[src/rtl/simonPkg.sv]
package simonPkg;

localparam int wordW = 32;
localparam int keyWords = 4;
localparam int rounds = 44;
localparam int roundIdxW = 6;

// index of the final round, also the top entry of the round-key array.
localparam logic [roundIdxW-1:0] lastRound = roundIdxW'(rounds - 1);

// constant term of the key schedule, 2^32 - 4.
localparam logic [wordW-1:0] roundConst = {{(wordW-2){1'b1}}, 2'b00};

// z3 sequence, bit i holds z3[i].
localparam logic [61:0] zSeq = 62'h3c2c_e512_07a6_35db;

endpackage

[src/rtl/simonPktPkg.sv]
package simonPktPkg;

localparam int pktBytes = 18;
localparam int infoByte = 17;
localparam int countByte = 16;	// bytes below this hold words 3..0.

localparam logic [3:0] modeSimon = 4'h6;	// low nibble of the info byte.

// info byte flags.
localparam int infoDirBit = 4;	// set on output packets.
localparam int infoKeyBit = 5;
localparam int infoDecBit = 6;	// block words travel swapped.
localparam int infoTwoBit = 7;

endpackage

[src/rtl/simonBlockFifo.sv]
module simonBlockFifo
(
	input logic clk, nR,
	input logic resValid, resLast,
	input logic [7:0] resInfo,
	input logic [1:0][simonPkg::wordW-1:0] resWords,
	output logic fifoSpace,
	output logic blkValid, blkLast,
	output logic [7:0] blkInfo,
	output logic [1:0][simonPkg::wordW-1:0] blkWords,
	input logic blkRead
);

logic [1:0][simonPkg::wordW-1:0] memWords [2];
logic [7:0] memInfo [2];
logic memLast [2];
logic wrPtr, rdPtr, pop;
logic [1:0] count;

assign pop = blkRead && blkValid;
assign fifoSpace = count != 2'd2;
assign blkValid = count != 2'd0;
assign blkWords = memWords[rdPtr];
assign blkInfo = memInfo[rdPtr];
assign blkLast = memLast[rdPtr];

always_ff @(posedge clk, negedge nR)
begin
	if(~nR)
	begin
		wrPtr <= 1'b0;
		rdPtr <= 1'b0;
		count <= 2'd0;
	end
	else
	begin
		if(resValid)
			wrPtr <= ~wrPtr;
		if(pop)
			rdPtr <= ~rdPtr;
		count <= count + {1'b0, resValid} - {1'b0, pop};
	end
end

always_ff @(posedge clk)
begin
	if(resValid)	// the core never writes into a full buffer.
	begin
		memWords[wrPtr] <= resWords;
		memInfo[wrPtr] <= resInfo;
		memLast[wrPtr] <= resLast;
	end
end

endmodule

[src/rtl/simonDataIn.sv]
module simonDataIn
(
	input logic clk, nR,
	input logic [simonPktPkg::pktBytes-1:0][7:0] inPkt,
	input logic inValid,
	output logic inRead,
	output logic cmdValid, cmdKey, cmdDec, cmdLast,
	output logic [7:0] cmdInfo,
	output logic [1:0][simonPkg::wordW-1:0] cmdWords,
	input logic cmdReady
);

logic [simonPkg::keyWords-1:0][simonPkg::wordW-1:0] inWords;
logic [1:0][simonPkg::wordW-1:0] hiWords;
logic [7:0] info;
logic pktOk, newPkt, dec;

assign inWords = inPkt[simonPktPkg::countByte-1:0];
assign info = inPkt[simonPktPkg::infoByte];
assign pktOk = (info[3:0] == simonPktPkg::modeSimon) && !info[simonPktPkg::infoDirBit];
assign newPkt = inValid && !inRead && !cmdValid;	// packet still held during the inRead pulse.
assign dec = info[simonPktPkg::infoDecBit] && !info[simonPktPkg::infoKeyBit];

always_ff @(posedge clk, negedge nR)
begin
	if(~nR)
	begin
		inRead <= 1'b0;
		cmdValid <= 1'b0;
		cmdLast <= 1'b0;
	end
	else
	begin
		inRead <= 1'b0;
		if(newPkt)
		begin
			cmdValid <= pktOk;
			cmdLast <= !info[simonPktPkg::infoKeyBit] && !info[simonPktPkg::infoTwoBit];
			inRead <= !pktOk;	// bad packets are dropped here.
		end
		else if(cmdValid && cmdReady)
		begin
			if(cmdLast)
			begin
				cmdValid <= 1'b0;
				inRead <= 1'b1;
			end
			cmdLast <= 1'b1;
		end
	end
end

// key halves go unswapped, data blocks swap for decrypt.
always_ff @(posedge clk)
begin
	if(newPkt)
	begin
		cmdKey <= info[simonPktPkg::infoKeyBit];
		cmdDec <= dec;
		cmdInfo <= info;
		cmdWords <= dec ? {inWords[0], inWords[1]} : inWords[1:0];
		hiWords <= inWords[3:2];
	end
	else if(cmdValid && cmdReady)
	begin
		cmdWords <= cmdDec ? {hiWords[0], hiWords[1]} : hiWords;
	end
end

endmodule

[src/rtl/simonDataOut.sv]
module simonDataOut
(
	input logic clk, nR,
	input logic blkValid, blkLast,
	input logic [7:0] blkInfo,
	input logic [1:0][simonPkg::wordW-1:0] blkWords,
	output logic blkRead,
	output logic [simonPktPkg::pktBytes-1:0][7:0] outPkt,
	output logic outDone,
	input logic outRead
);

typedef enum logic [1:0] {waitSt, loadSt, readSt, writeSt} stateT;
stateT state, next;

logic [3:0][simonPkg::wordW-1:0] data;
logic [7:0] info, pktCount;
logic slot;	// high once block 0 is placed.

always_ff @(posedge clk, negedge nR)
begin
	if(~nR)
	begin
		state <= waitSt;
		slot <= 1'b0;
		blkRead <= 1'b0;
		outDone <= 1'b0;
		pktCount <= '0;
	end
	else
	begin
		state <= next;
		blkRead <= (state == readSt);	// pop lands one cycle after the read.
		if(outDone && outRead)
			outDone <= 1'b0;
		if(state == readSt)
			slot <= !blkLast;
		if(state == writeSt)
		begin
			outDone <= 1'b1;
			pktCount <= pktCount + 1'b1;
		end
	end
end

always_ff @(posedge clk)
begin
	if(state == loadSt)
	begin
		info <= blkInfo;
		info[simonPktPkg::infoDirBit] <= 1'b1;
		data <= '0;
	end
	if(state == readSt && !info[simonPktPkg::infoKeyBit])
	begin
		data[{slot, 1'b0} +: 2] <= info[simonPktPkg::infoDecBit] ?
			{blkWords[0], blkWords[1]} : blkWords;	// undo the decrypt swap.
	end
	if(state == writeSt)
	begin
		outPkt[simonPktPkg::infoByte] <= info;
		outPkt[simonPktPkg::countByte] <= pktCount;
		outPkt[simonPktPkg::countByte-1:0] <= data;
	end
end

always_comb
begin
	next = state;
	unique case(state)
	waitSt:
	begin
		if(blkValid && !blkRead && !outDone)	// hold off while the last packet is unread.
			next = slot ? readSt : loadSt;
	end
	loadSt:
	begin
		next = readSt;
	end
	readSt:
	begin
		next = blkLast ? writeSt : waitSt;
	end
	writeSt:
	begin
		next = waitSt;
	end
	default: next = waitSt;
	endcase
end

endmodule

[src/rtl/simonRoundCore.sv]
module simonRoundCore
(
	input logic clk, nR,
	input logic cmdValid, cmdKey, cmdDec, cmdLast,
	input logic [7:0] cmdInfo,
	input logic [1:0][simonPkg::wordW-1:0] cmdWords,
	output logic cmdReady,
	input logic fifoSpace,
	output logic resValid, resLast,
	output logic [7:0] resInfo,
	output logic [1:0][simonPkg::wordW-1:0] resWords
);

typedef enum logic [1:0] {idle, sched, run} stateT;
stateT state;

logic [simonPkg::wordW-1:0] roundKey [simonPkg::rounds];
logic [simonPkg::keyWords-1:0][simonPkg::wordW-1:0] win;	// k[i] .. k[i+3].
logic [simonPkg::roundIdxW-1:0] cnt, keyIdx;
logic [simonPkg::wordW-1:0] blkHi, blkLo, fOut, nextHi, curKey;
logic [simonPkg::wordW-1:0] schedTmp, newKey, zWord;
logic [7:0] tag;
logic dec, last, take;

function automatic logic [simonPkg::wordW-1:0] rotl(input logic [simonPkg::wordW-1:0] v,
	input int s);
	return (v << s) | (v >> (simonPkg::wordW - s));
endfunction

assign take = (state == idle) && cmdValid && cmdReady;

// with the words swapped, the inverse round takes the same form.
assign keyIdx = dec ? simonPkg::lastRound - cnt : cnt;
assign curKey = roundKey[keyIdx];
assign fOut = (rotl(blkHi, 1) & rotl(blkHi, 8)) ^ rotl(blkHi, 2);
assign nextHi = blkLo ^ fOut ^ curKey;

assign schedTmp = rotl(win[3], simonPkg::wordW - 3) ^ win[1];
assign zWord = {{(simonPkg::wordW-1){1'b0}}, simonPkg::zSeq[cnt]};
assign newKey = simonPkg::roundConst ^ zWord ^ win[0] ^ schedTmp
	^ rotl(schedTmp, simonPkg::wordW - 1);

always_ff @(posedge clk, negedge nR)
begin
	if(~nR)
	begin
		state <= idle;
		cnt <= '0;
		cmdReady <= 1'b0;
		resValid <= 1'b0;
	end
	else
	begin
		resValid <= 1'b0;
		unique case(state)
		idle:
		begin
			cmdReady <= fifoSpace && !resValid;	// wait for the result write to land.
			if(take)
			begin
				cnt <= '0;
				if(!cmdKey)
				begin
					state <= run;
					cmdReady <= 1'b0;
				end
				else if(cmdLast)
				begin
					state <= sched;
					cmdReady <= 1'b0;
				end
			end
		end
		sched, run:
		begin
			cnt <= cnt + 1'b1;
			if(cnt == simonPkg::lastRound)
			begin
				state <= idle;
				resValid <= 1'b1;
			end
		end
		default: state <= idle;
		endcase
	end
end

always_ff @(posedge clk)
begin
	if(take)
	begin
		tag <= cmdInfo;
		dec <= cmdDec;
		last <= cmdLast;
		if(!cmdKey)
			{blkHi, blkLo} <= cmdWords;
		else if(cmdLast)
			win[3:2] <= cmdWords;
		else
			win[1:0] <= cmdWords;
	end
	if(state == sched)
	begin
		roundKey[cnt] <= win[0];
		win <= {newKey, win[3:1]};
	end
	if(state == run)
	begin
		blkHi <= nextHi;
		blkLo <= blkHi;
	end
	if(state != idle && cnt == simonPkg::lastRound)
	begin
		resWords <= (state == run) ? {nextHi, blkHi} : '0;	// key ack carries zeros.
		resInfo <= tag;
		resLast <= last;
	end
end

endmodule

[src/rtl/simonTop.sv]
module simonTop
(
	input logic clk, nR,
	input logic [simonPktPkg::pktBytes-1:0][7:0] inPkt,
	input logic inValid,
	output logic inRead,
	output logic [simonPktPkg::pktBytes-1:0][7:0] outPkt,
	output logic outDone,
	input logic outRead
);

logic cmdValid, cmdKey, cmdDec, cmdLast, cmdReady;
logic [7:0] cmdInfo;
logic [1:0][simonPkg::wordW-1:0] cmdWords;

logic resValid, resLast, fifoSpace;
logic [7:0] resInfo;
logic [1:0][simonPkg::wordW-1:0] resWords;

logic blkValid, blkLast, blkRead;
logic [7:0] blkInfo;
logic [1:0][simonPkg::wordW-1:0] blkWords;

simonDataIn dataIn
(
	.clk(clk), .nR(nR),
	.inPkt(inPkt), .inValid(inValid), .inRead(inRead),
	.cmdValid(cmdValid), .cmdKey(cmdKey), .cmdDec(cmdDec), .cmdLast(cmdLast),
	.cmdInfo(cmdInfo), .cmdWords(cmdWords), .cmdReady(cmdReady)
);

simonRoundCore roundCore
(
	.clk(clk), .nR(nR),
	.cmdValid(cmdValid), .cmdKey(cmdKey), .cmdDec(cmdDec), .cmdLast(cmdLast),
	.cmdInfo(cmdInfo), .cmdWords(cmdWords), .cmdReady(cmdReady),
	.fifoSpace(fifoSpace),
	.resValid(resValid), .resLast(resLast), .resInfo(resInfo), .resWords(resWords)
);

simonBlockFifo blockFifo
(
	.clk(clk), .nR(nR),
	.resValid(resValid), .resLast(resLast), .resInfo(resInfo), .resWords(resWords),
	.fifoSpace(fifoSpace),
	.blkValid(blkValid), .blkLast(blkLast), .blkInfo(blkInfo), .blkWords(blkWords),
	.blkRead(blkRead)
);

simonDataOut dataOut
(
	.clk(clk), .nR(nR),
	.blkValid(blkValid), .blkLast(blkLast), .blkInfo(blkInfo), .blkWords(blkWords),
	.blkRead(blkRead),
	.outPkt(outPkt), .outDone(outDone), .outRead(outRead)
);

endmodule

[config.mk]
export PLATFORM = sky130hd
export DESIGN_NAME = simonTop
export DESIGN_NICKNAME = d
export VERILOG_FILES = /design/src/rtl/simonPkg.sv /design/src/rtl/simonPktPkg.sv /design/src/rtl/simonBlockFifo.sv /design/src/rtl/simonDataIn.sv /design/src/rtl/simonDataOut.sv /design/src/rtl/simonRoundCore.sv /design/src/rtl/simonTop.sv
export SDC_FILE = /design/constraint.sdc
export NUM_CORES = 2
export LEC_CHECK = 0
export ABC_CLOCK_PERIOD_IN_PS = 11000
export BUFFER_PORTS_ARGS = -buffer_cell sky130_fd_sc_hd__clkbuf_2
export CORE_MARGIN = 2
export CORE_UTILIZATION = 35
export DETAILED_ROUTE_END_ITERATION = 8
export SYNTH_ARGS = -nofsm -noshare
export SYNTH_HDL_FRONTEND = slang
export SYNTH_SLANG_ARGS = --single-unit
[constraint.sdc]
create_clock -name clk -period 11 [get_ports clk]
set_input_delay 0.55 -clock clk [delete_from_list [all_inputs] [get_ports clk]]
set_output_delay 0.55 -clock clk [all_outputs]
set_load 0.1 [all_outputs]
* Word level (Yosys, flattened, before mapping)
Memories as Yosys holds them, arrays and structs flattened. A register that Yosys moved wholly into a read port is not among the register bits.
Index checks and enable logic that the tools add are counted.
** Operators by class
- $add $sub $neg :: 6
- $mul :: 0
- Divide/modulo/power cells :: 0
- $lt $le $gt $ge :: 1
- Eq/ne operators :: 14
- Shift operators :: 33
- Mux-type cells :: 51
- Bitwise gates (word level) :: 15
- Reductions and logical operators :: 45
** Operators by type and width (number)
- $mux W128 :: 5
- $mux W64 :: 7
- $xor A32 B32 Y32 :: 7
- $mux W32 :: 6
- $bwmux W128 :: 1
- $shiftx A2 B4 Y4 :: 32
- $and A32 B32 Y32 :: 1
- $or A32 B1 Y32 :: 1
- $or A32 B2 Y32 :: 1
- $or A32 B29 Y32 :: 1
- $or A32 B31 Y32 :: 1
- $or A32 B8 Y32 :: 1
- $mux W1 :: 20
- $reduce_bool A2 Y1 :: 10
- $logic_and A1 B1 Y1 :: 15
- $mux W2 :: 7
- $mux W6 :: 2
- $pmux W6 S2 :: 1
- $logic_not A1 Y1 :: 11
- $ne A2 B1 Y1 const B :: 5
- $reduce_and A3 Y1 :: 3
- $add A8 B1 Y8 const B :: 1
- $pmux W2 S4 :: 1
- $lt A6 B7 Y1 const B :: 1
- other kinds (17) :: 24
** Word-level totals
- Flip-flop bits (word level) :: 714
- Latch bits :: 0
- RAM bits :: 1554
- ROM bits :: 64
- Input port bits :: 148
- Output and inout bits :: 146
- Logic and storage cells :: 227
- Memories :: 5
** Memories
- roundCore.roundKey :: words 44, bits a word 32, read ports 1, clocked after memory_dff 0, write ports 1, line simonRoundCore.sv:17 : logic [simonPkg::wordW-1:0] roundKey [simonPkg::rounds];
- blockFifo.memWords :: words 2, bits a word 64, read ports 1, clocked after memory_dff 0, write ports 1, line simonBlockFifo.sv:14 : logic [1:0][simonPkg::wordW-1:0] memWords [2];
- (no name shown) :: words 64, bits a word 1, read ports 1, clocked after memory_dff 0, write ports 0, line simonRoundCore.sv:39 : assign zWord = {{(simonPkg::wordW-1){1'b0}}, simonPkg::zSeq[cnt]};
- blockFifo.memInfo :: words 2, bits a word 8, read ports 1, clocked after memory_dff 1, write ports 1, line simonBlockFifo.sv:15 : logic [7:0] memInfo [2];
- blockFifo.memLast :: words 2, bits a word 1, read ports 1, clocked after memory_dff 0, write ports 1, line simonBlockFifo.sv:16 : logic memLast [2];

* Depth between registers and ports, before layout
- Depth in word-level cells :: 6
- Mapped depth :: 14
- Depth with buffers taken out :: 9

* Cells and area by module
From an unflattened synthesis, not the netlist that was laid out.
** Unflattened totals
- Cells, all modules :: 6057
- Area total of the unflattened synthesis :: 101823.9 µm²
** Modules (own cells, without submodules)
- simonRoundCore :: instances 1, cells each 4667, area an instance 79535.0 µm², seq. area each 50788.7 µm²
- simonDataOut :: instances 1, cells each 699, area an instance 10113.4 µm², seq. area each 7392.1 µm²
- simonDataIn :: instances 1, cells each 447, area an instance 6462.4 µm², seq. area each 4189.0 µm²
- simonBlockFifo :: instances 1, cells each 244, area an instance 5713.0 µm², seq. area each 4484.3 µm²

* Least setup slack after synthesis
Ideal clock, no wire load.
- Path type :: register -> register
- Start point :: reg roundCore.state[0]
- End point :: reg roundCore.blkHi[0] in the netlist's numbering, enable pin
- Setup time :: 574 ps
- Data arrival time :: 5452 ps
- Data required time :: 10426 ps
- Slack :: 4974 ps
- Cell stages (with the launch flop) :: 6
- Path buffers :: 1
- Period minus slack after synthesis :: 6026 ps
- Cells stage by stage :: dfrtp_1 -> inv_1 -> ha_1 -> clkbuf_1 -> nand3_1 -> o21ai_0
** Between the ends
- Cells in the longest elaborated chain, start to end :: 5
- Elaborated cells on any way between the ends :: 7
- Those cells by class :: 2 x eq/ne; 5 x reduce/logical
** RTL lines
- start, declared :: line simonRoundCore.sv:15 : stateT state;
- start signal, assigned :: line simonRoundCore.sv:47 : state <= idle;
- start signal, assigned :: line simonRoundCore.sv:64 : state <= run;
- start signal, assigned :: line simonRoundCore.sv:69 : state <= sched;
- $logic_not A2 Y1 :: line simonRoundCore.sv:30 : assign take = (state == idle) && cmdValid && cmdReady;
- $logic_and A1 B1 Y1 (2 in series) :: line simonRoundCore.sv:30
- $reduce_bool A2 Y1 (no source line)
- $reduce_and A2 Y1 (no source line) *
- end signal, assigned :: line simonRoundCore.sv:96 : {blkHi, blkLo} <= cmdWords;
- end signal, assigned :: line simonRoundCore.sv:109 : blkHi <= nextHi;
- end, declared :: line simonRoundCore.sv:20 : logic [simonPkg::wordW-1:0] blkHi, blkLo, fOut, nextHi, curKey;
Every way passes the cells marked *; elsewhere a longest branch is shown, timed or not.
A chain may end at the register's enable or synchronous reset.

* Worst setup path in the final report
- Start point :: reg roundCore.cnt[0] in the netlist's numbering
- End point :: reg roundCore.blkHi[2] in the netlist's numbering, data pin
** Between the ends
- Cells in the longest elaborated chain, start to end :: 5
** RTL lines
- start, declared :: line simonRoundCore.sv:19 : logic [simonPkg::roundIdxW-1:0] cnt, keyIdx;
- start signal, assigned :: line simonRoundCore.sv:76 : cnt <= cnt + 1'b1;
- $sub A6 B6 Y6 :: line simonRoundCore.sv:33 : assign keyIdx = dec ? simonPkg::lastRound - cnt : cnt;
- $mux W6 * :: line simonRoundCore.sv:33
- $mem_v2 Z44 W32 *
- $xor A32 B32 Y32 * :: line simonRoundCore.sv:36 : assign nextHi = blkLo ^ fOut ^ curKey;
- $mux W32 * :: line simonRoundCore.sv:107 : if(state == run)
Marked as above.

==> reports/summary.txt <==
detailed-route via count -> 59200
share of layout cells above drive strength 1 -> 22.0%
Placement Rows -> 196
routing usage on met1 -> 25.0%
Die X-Extent -> 538 um
P per Cell Area -> 229 nW/um^2
Finish-stage setup viols -> 0
status -> complete, but fails checks
CTS Root Cell -> clkbuf_16
critical path class -> reg2reg
flops & latches, synth -> 2269
worst path buffer plus inverter count -> 3
Max-slew headroom -> 7.38%
multi-input logic area -> 31400 sq um
setup bufs post-CTS -> 0
I/O Buffers -> 284
Cell Chain, Critical Path -> buf_4, buf_4, buf_4, mux2_2, a221oi_1, o211ai_1, nand4_1, o211ai_1, xnor2_1, o21ai_0
Slew @ Worst Pin -> 1390 ps
gr busiest metal -> met2
Leakage -> 37.0 nW
Critical Path RT -> 11620 ps
Final nets -> 6750
ys flop type -> edfxtp_1
post-route setup TNS -> 0 ps
Worst Min Path Start -> inPkt[54]
H-tree levels -> 4
Layout area overhead -> 14.5%
Pins Over Slew Limit -> 0
1st-pass router iterations -> 9
grt ovf -> 0
slowest CP cell -> buf_4
vias in the first global route -> 58100
post-synthesis sequential area ratio -> 66.8%
CP max stage delay -> 850 ps
Reg clk slew, reported paths -> 60 ps
initial core utilization -> 35.1%
Final Cycle Share -> 51.9%
routed wire length per instance -> 26.1 um
ys async rst share -> 1.32%
RSZ-0062 raised after global routing -> no
DRC Markers -> 1
min Tclk post-route -> 5700 ps
Num CTS Buffers -> 232
Fmax achieved -> 175 MHz
clock tree buffer depth -> 3
first-pass GRT wire length -> 396000 um
CTS tree -> built
critical path peak fanout -> 70
1st-iter DRT viols -> 6432
Cells after Synth -> 6263
CTS sink cnt -> 2269
clk_skew -> 69.9 ps
Yosys warnings -> 0
Storage cell area -> 66700 sq um
net count after synthesis -> 6426
Syn Area/Cell -> 15.9 sq um
RD Place Congestion -> 0.847
Worst path most repeated cell -> buf_4
placed cell count -> 10000
worst min-delay path class -> in2reg
clock latency at the later pin of the worst-skew pair -> 920 ps
# IOs -> 294
Netlist cell types -> 78
Syn Std Cell Area -> 99800 sq um
post-route insts no fill -> 10600
die extent in y -> 538 um
total track usage -> 18.6%
final wirelength -> 275000 um
area of the die -> 289000 sq um
antenna-violating nets left -> 0
Core ar. -> 284000 sq um
violated checks -> DRC
Worst R2R Setup Slack -> 5300 ps
Max VDD drop -> 188 uV
fillers -> 25600
DP HPWL -> 166000 um
antenna violations before repair -> 13
met2 usage -> 29.6%
crit path from -> roundCore.cnt[0]
Tot Pwr -> 26.1 mW
Startpoint Class -> flop
CP endpoint kind -> flop
Fin. Hold Viols -> 0
vias per cell -> 5.61
met3 Use GR -> 3.64%
Max Cap Viol -> 0
pin count of the biggest net entering global routing -> 131
Crit path arrival time -> 6320 ps
Top Family by Delay on Critical Path -> buffers and inverters
Post-synth EDFFs -> 2111
FF-to-FF Start -> roundCore.cnt[0]
-- cells in the final DEF (no fill, tap or decap), drive strengths merged, types with 20 or more instances in the layout --
master          n
dfrtp          30
nor2b          78
nor3           20
nand2         695
o22ai          94
xnor2         182
a211oi         95
nand2b        100
nand4          32
edfxtp       2111
a221oi         69
mux2          103
clkbuf        589
clkinv         86
a31oi          20
nor2          115
buf           181
a21o           52
o21ai         251
dlygate4sd3    75
inv            39
and2           42
a22oi          65
a221o          37
mux2i         370
nand3          64
nor4           24
o211ai         89
a21oi         140
a21boi         72
mux4          473
dfxtp         128
-- registers in the layout, summed over array words and instances (netlist names), 6 cells and up --
register and flops:
dataIn.hiWords 64, roundCore.roundKey 1408, blockFifo.memInfo 14, roundCore.resInfo 7
dataIn.cmdWords 64, roundCore.blkHi 32, dataOut.data 128, dataOut.outPkt 143
roundCore.cnt 6, blockFifo.memWords 128, roundCore.win 128, roundCore.tag 7
dataOut.info 7, dataIn.cmdInfo 7, roundCore.blkLo 32, dataOut.pktCount 8
roundCore.resWords 64
-- worst register-to-register path: stages (launching register included) --
cell and delay (ps):
dfrtp_4 680, buf_4 870, buf_4 830, buf_4 710, mux2_2 440, a221oi_1 250, o211ai_1 120, nand4_1 390
o211ai_1 410, xnor2_1 590, o21ai_0 150
-- logic make-up (layout without fill, tap and decap cells) --
kind of cell	Yosys count	count (layout)	share of synthesized area [%]
flops	2269	2269	66.8
buf+inv	478	1003	2.30
mux	946	946	15.5
other cells	1	5	0.00376
simple gates	1235	1235	5.67
compound gates	1120	1120	7.71
xor+xnor	199	199	1.75
fa+ha+maj	15	15	0.188
-- final timing paths --
| check | end | cells past startpoint |
|---|---|---|
| max | roundCore.blkHi[2] | 10 |
| min | dataIn.cmdWords[54] | 3 |
| max reg2reg | roundCore.blkHi[2] | 10 |
| min reg2reg | dataOut.outPkt[75] | 0 |
| max in group asynchronous | roundCore.cnt[0] | 3 |
| min in group asynchronous | dataIn.inRead | 3 |
-- cell usage after synthesis (24+ instances only) --
cell	instances	share of area, %
o211ai_1	89	0.67
nor4_1	24	0.15
buf_1	43	0.16
nand4_1	32	0.20
a22oi_1	65	0.49
mux2i_1	370	3.7
dfrtp_1	30	0.75
mux2_2	103	1.2
inv_1	25	0.094
xnor2_1	182	1.6
clkbuf_1	214	0.80
o22ai_1	94	0.59
dfxtp_1	128	2.6
a21oi_1	140	0.70
a221oi_1	69	0.61
and2_1	42	0.26
nand3_1	64	0.32
nand2_1	695	2.6
edfxtp_1	2111	64
nor2_1	115	0.43
nand2b_1	100	0.63
buf_4	58	0.44
a221o_1	37	0.37
nor2b_1	78	0.49
a211oi_1	95	0.71
buf_2	116	0.58
a21o_1	52	0.39
mux4_2	473	11
a21boi_0	71	0.53
o21ai_0	248	1.2
-- where the power goes --
| group | switching, mW | internal, mW | leakage, nW |
|---|---|---|---|
| combinational | 4.68 | 2.68 | 12.4 |
| sequential | 0.364 | 10.4 | 20.9 |
| clock | 3.41 | 4.55 | 3.78 |
-- cell type report --
cell class	instances	share of cell area [%]
Tap cell	3762	4.12
Clock inverter	130	1.21
Multi-Input combinational cell	3516	27.4
Timing Repair Buffer	540	3.14
Inverter	28	0.107
Antenna cell	4	0.00876
Sequential cell	2269	58.4
Clock buffer	305	5.62
-- through the flow --
step                hold slack, ps  area (sq um)  util (%)  setup slack, ps
finish                        54.5        114000      40.2             5300
global route                  29.2        114000      40.2             5020
CTS                           3.12        114000      40.2             5380
detailed placement             406        106000      37.2             5350
global placement               402        106000      37.2             5410
floorplan                      254         99800         -             4970
-- what timing repair did --
item	4_1_cts	5_1_grt
gates resized for setup	0	0
endpoints found under the hold margin	106	0
setup endpoints to repair	0	0
hold buffers	75	0
-- metal layers --
metal  up-vias  routed length, um  part of all wire [%]
li1      25600                  -                     -
met1     30700             113000                    41
met2      2424             129000                    47
met3       468              22400                   8.1
met4         8              10600                   3.8
met5         -                 64                 0.023
Power figures use the tool's default switching activity.
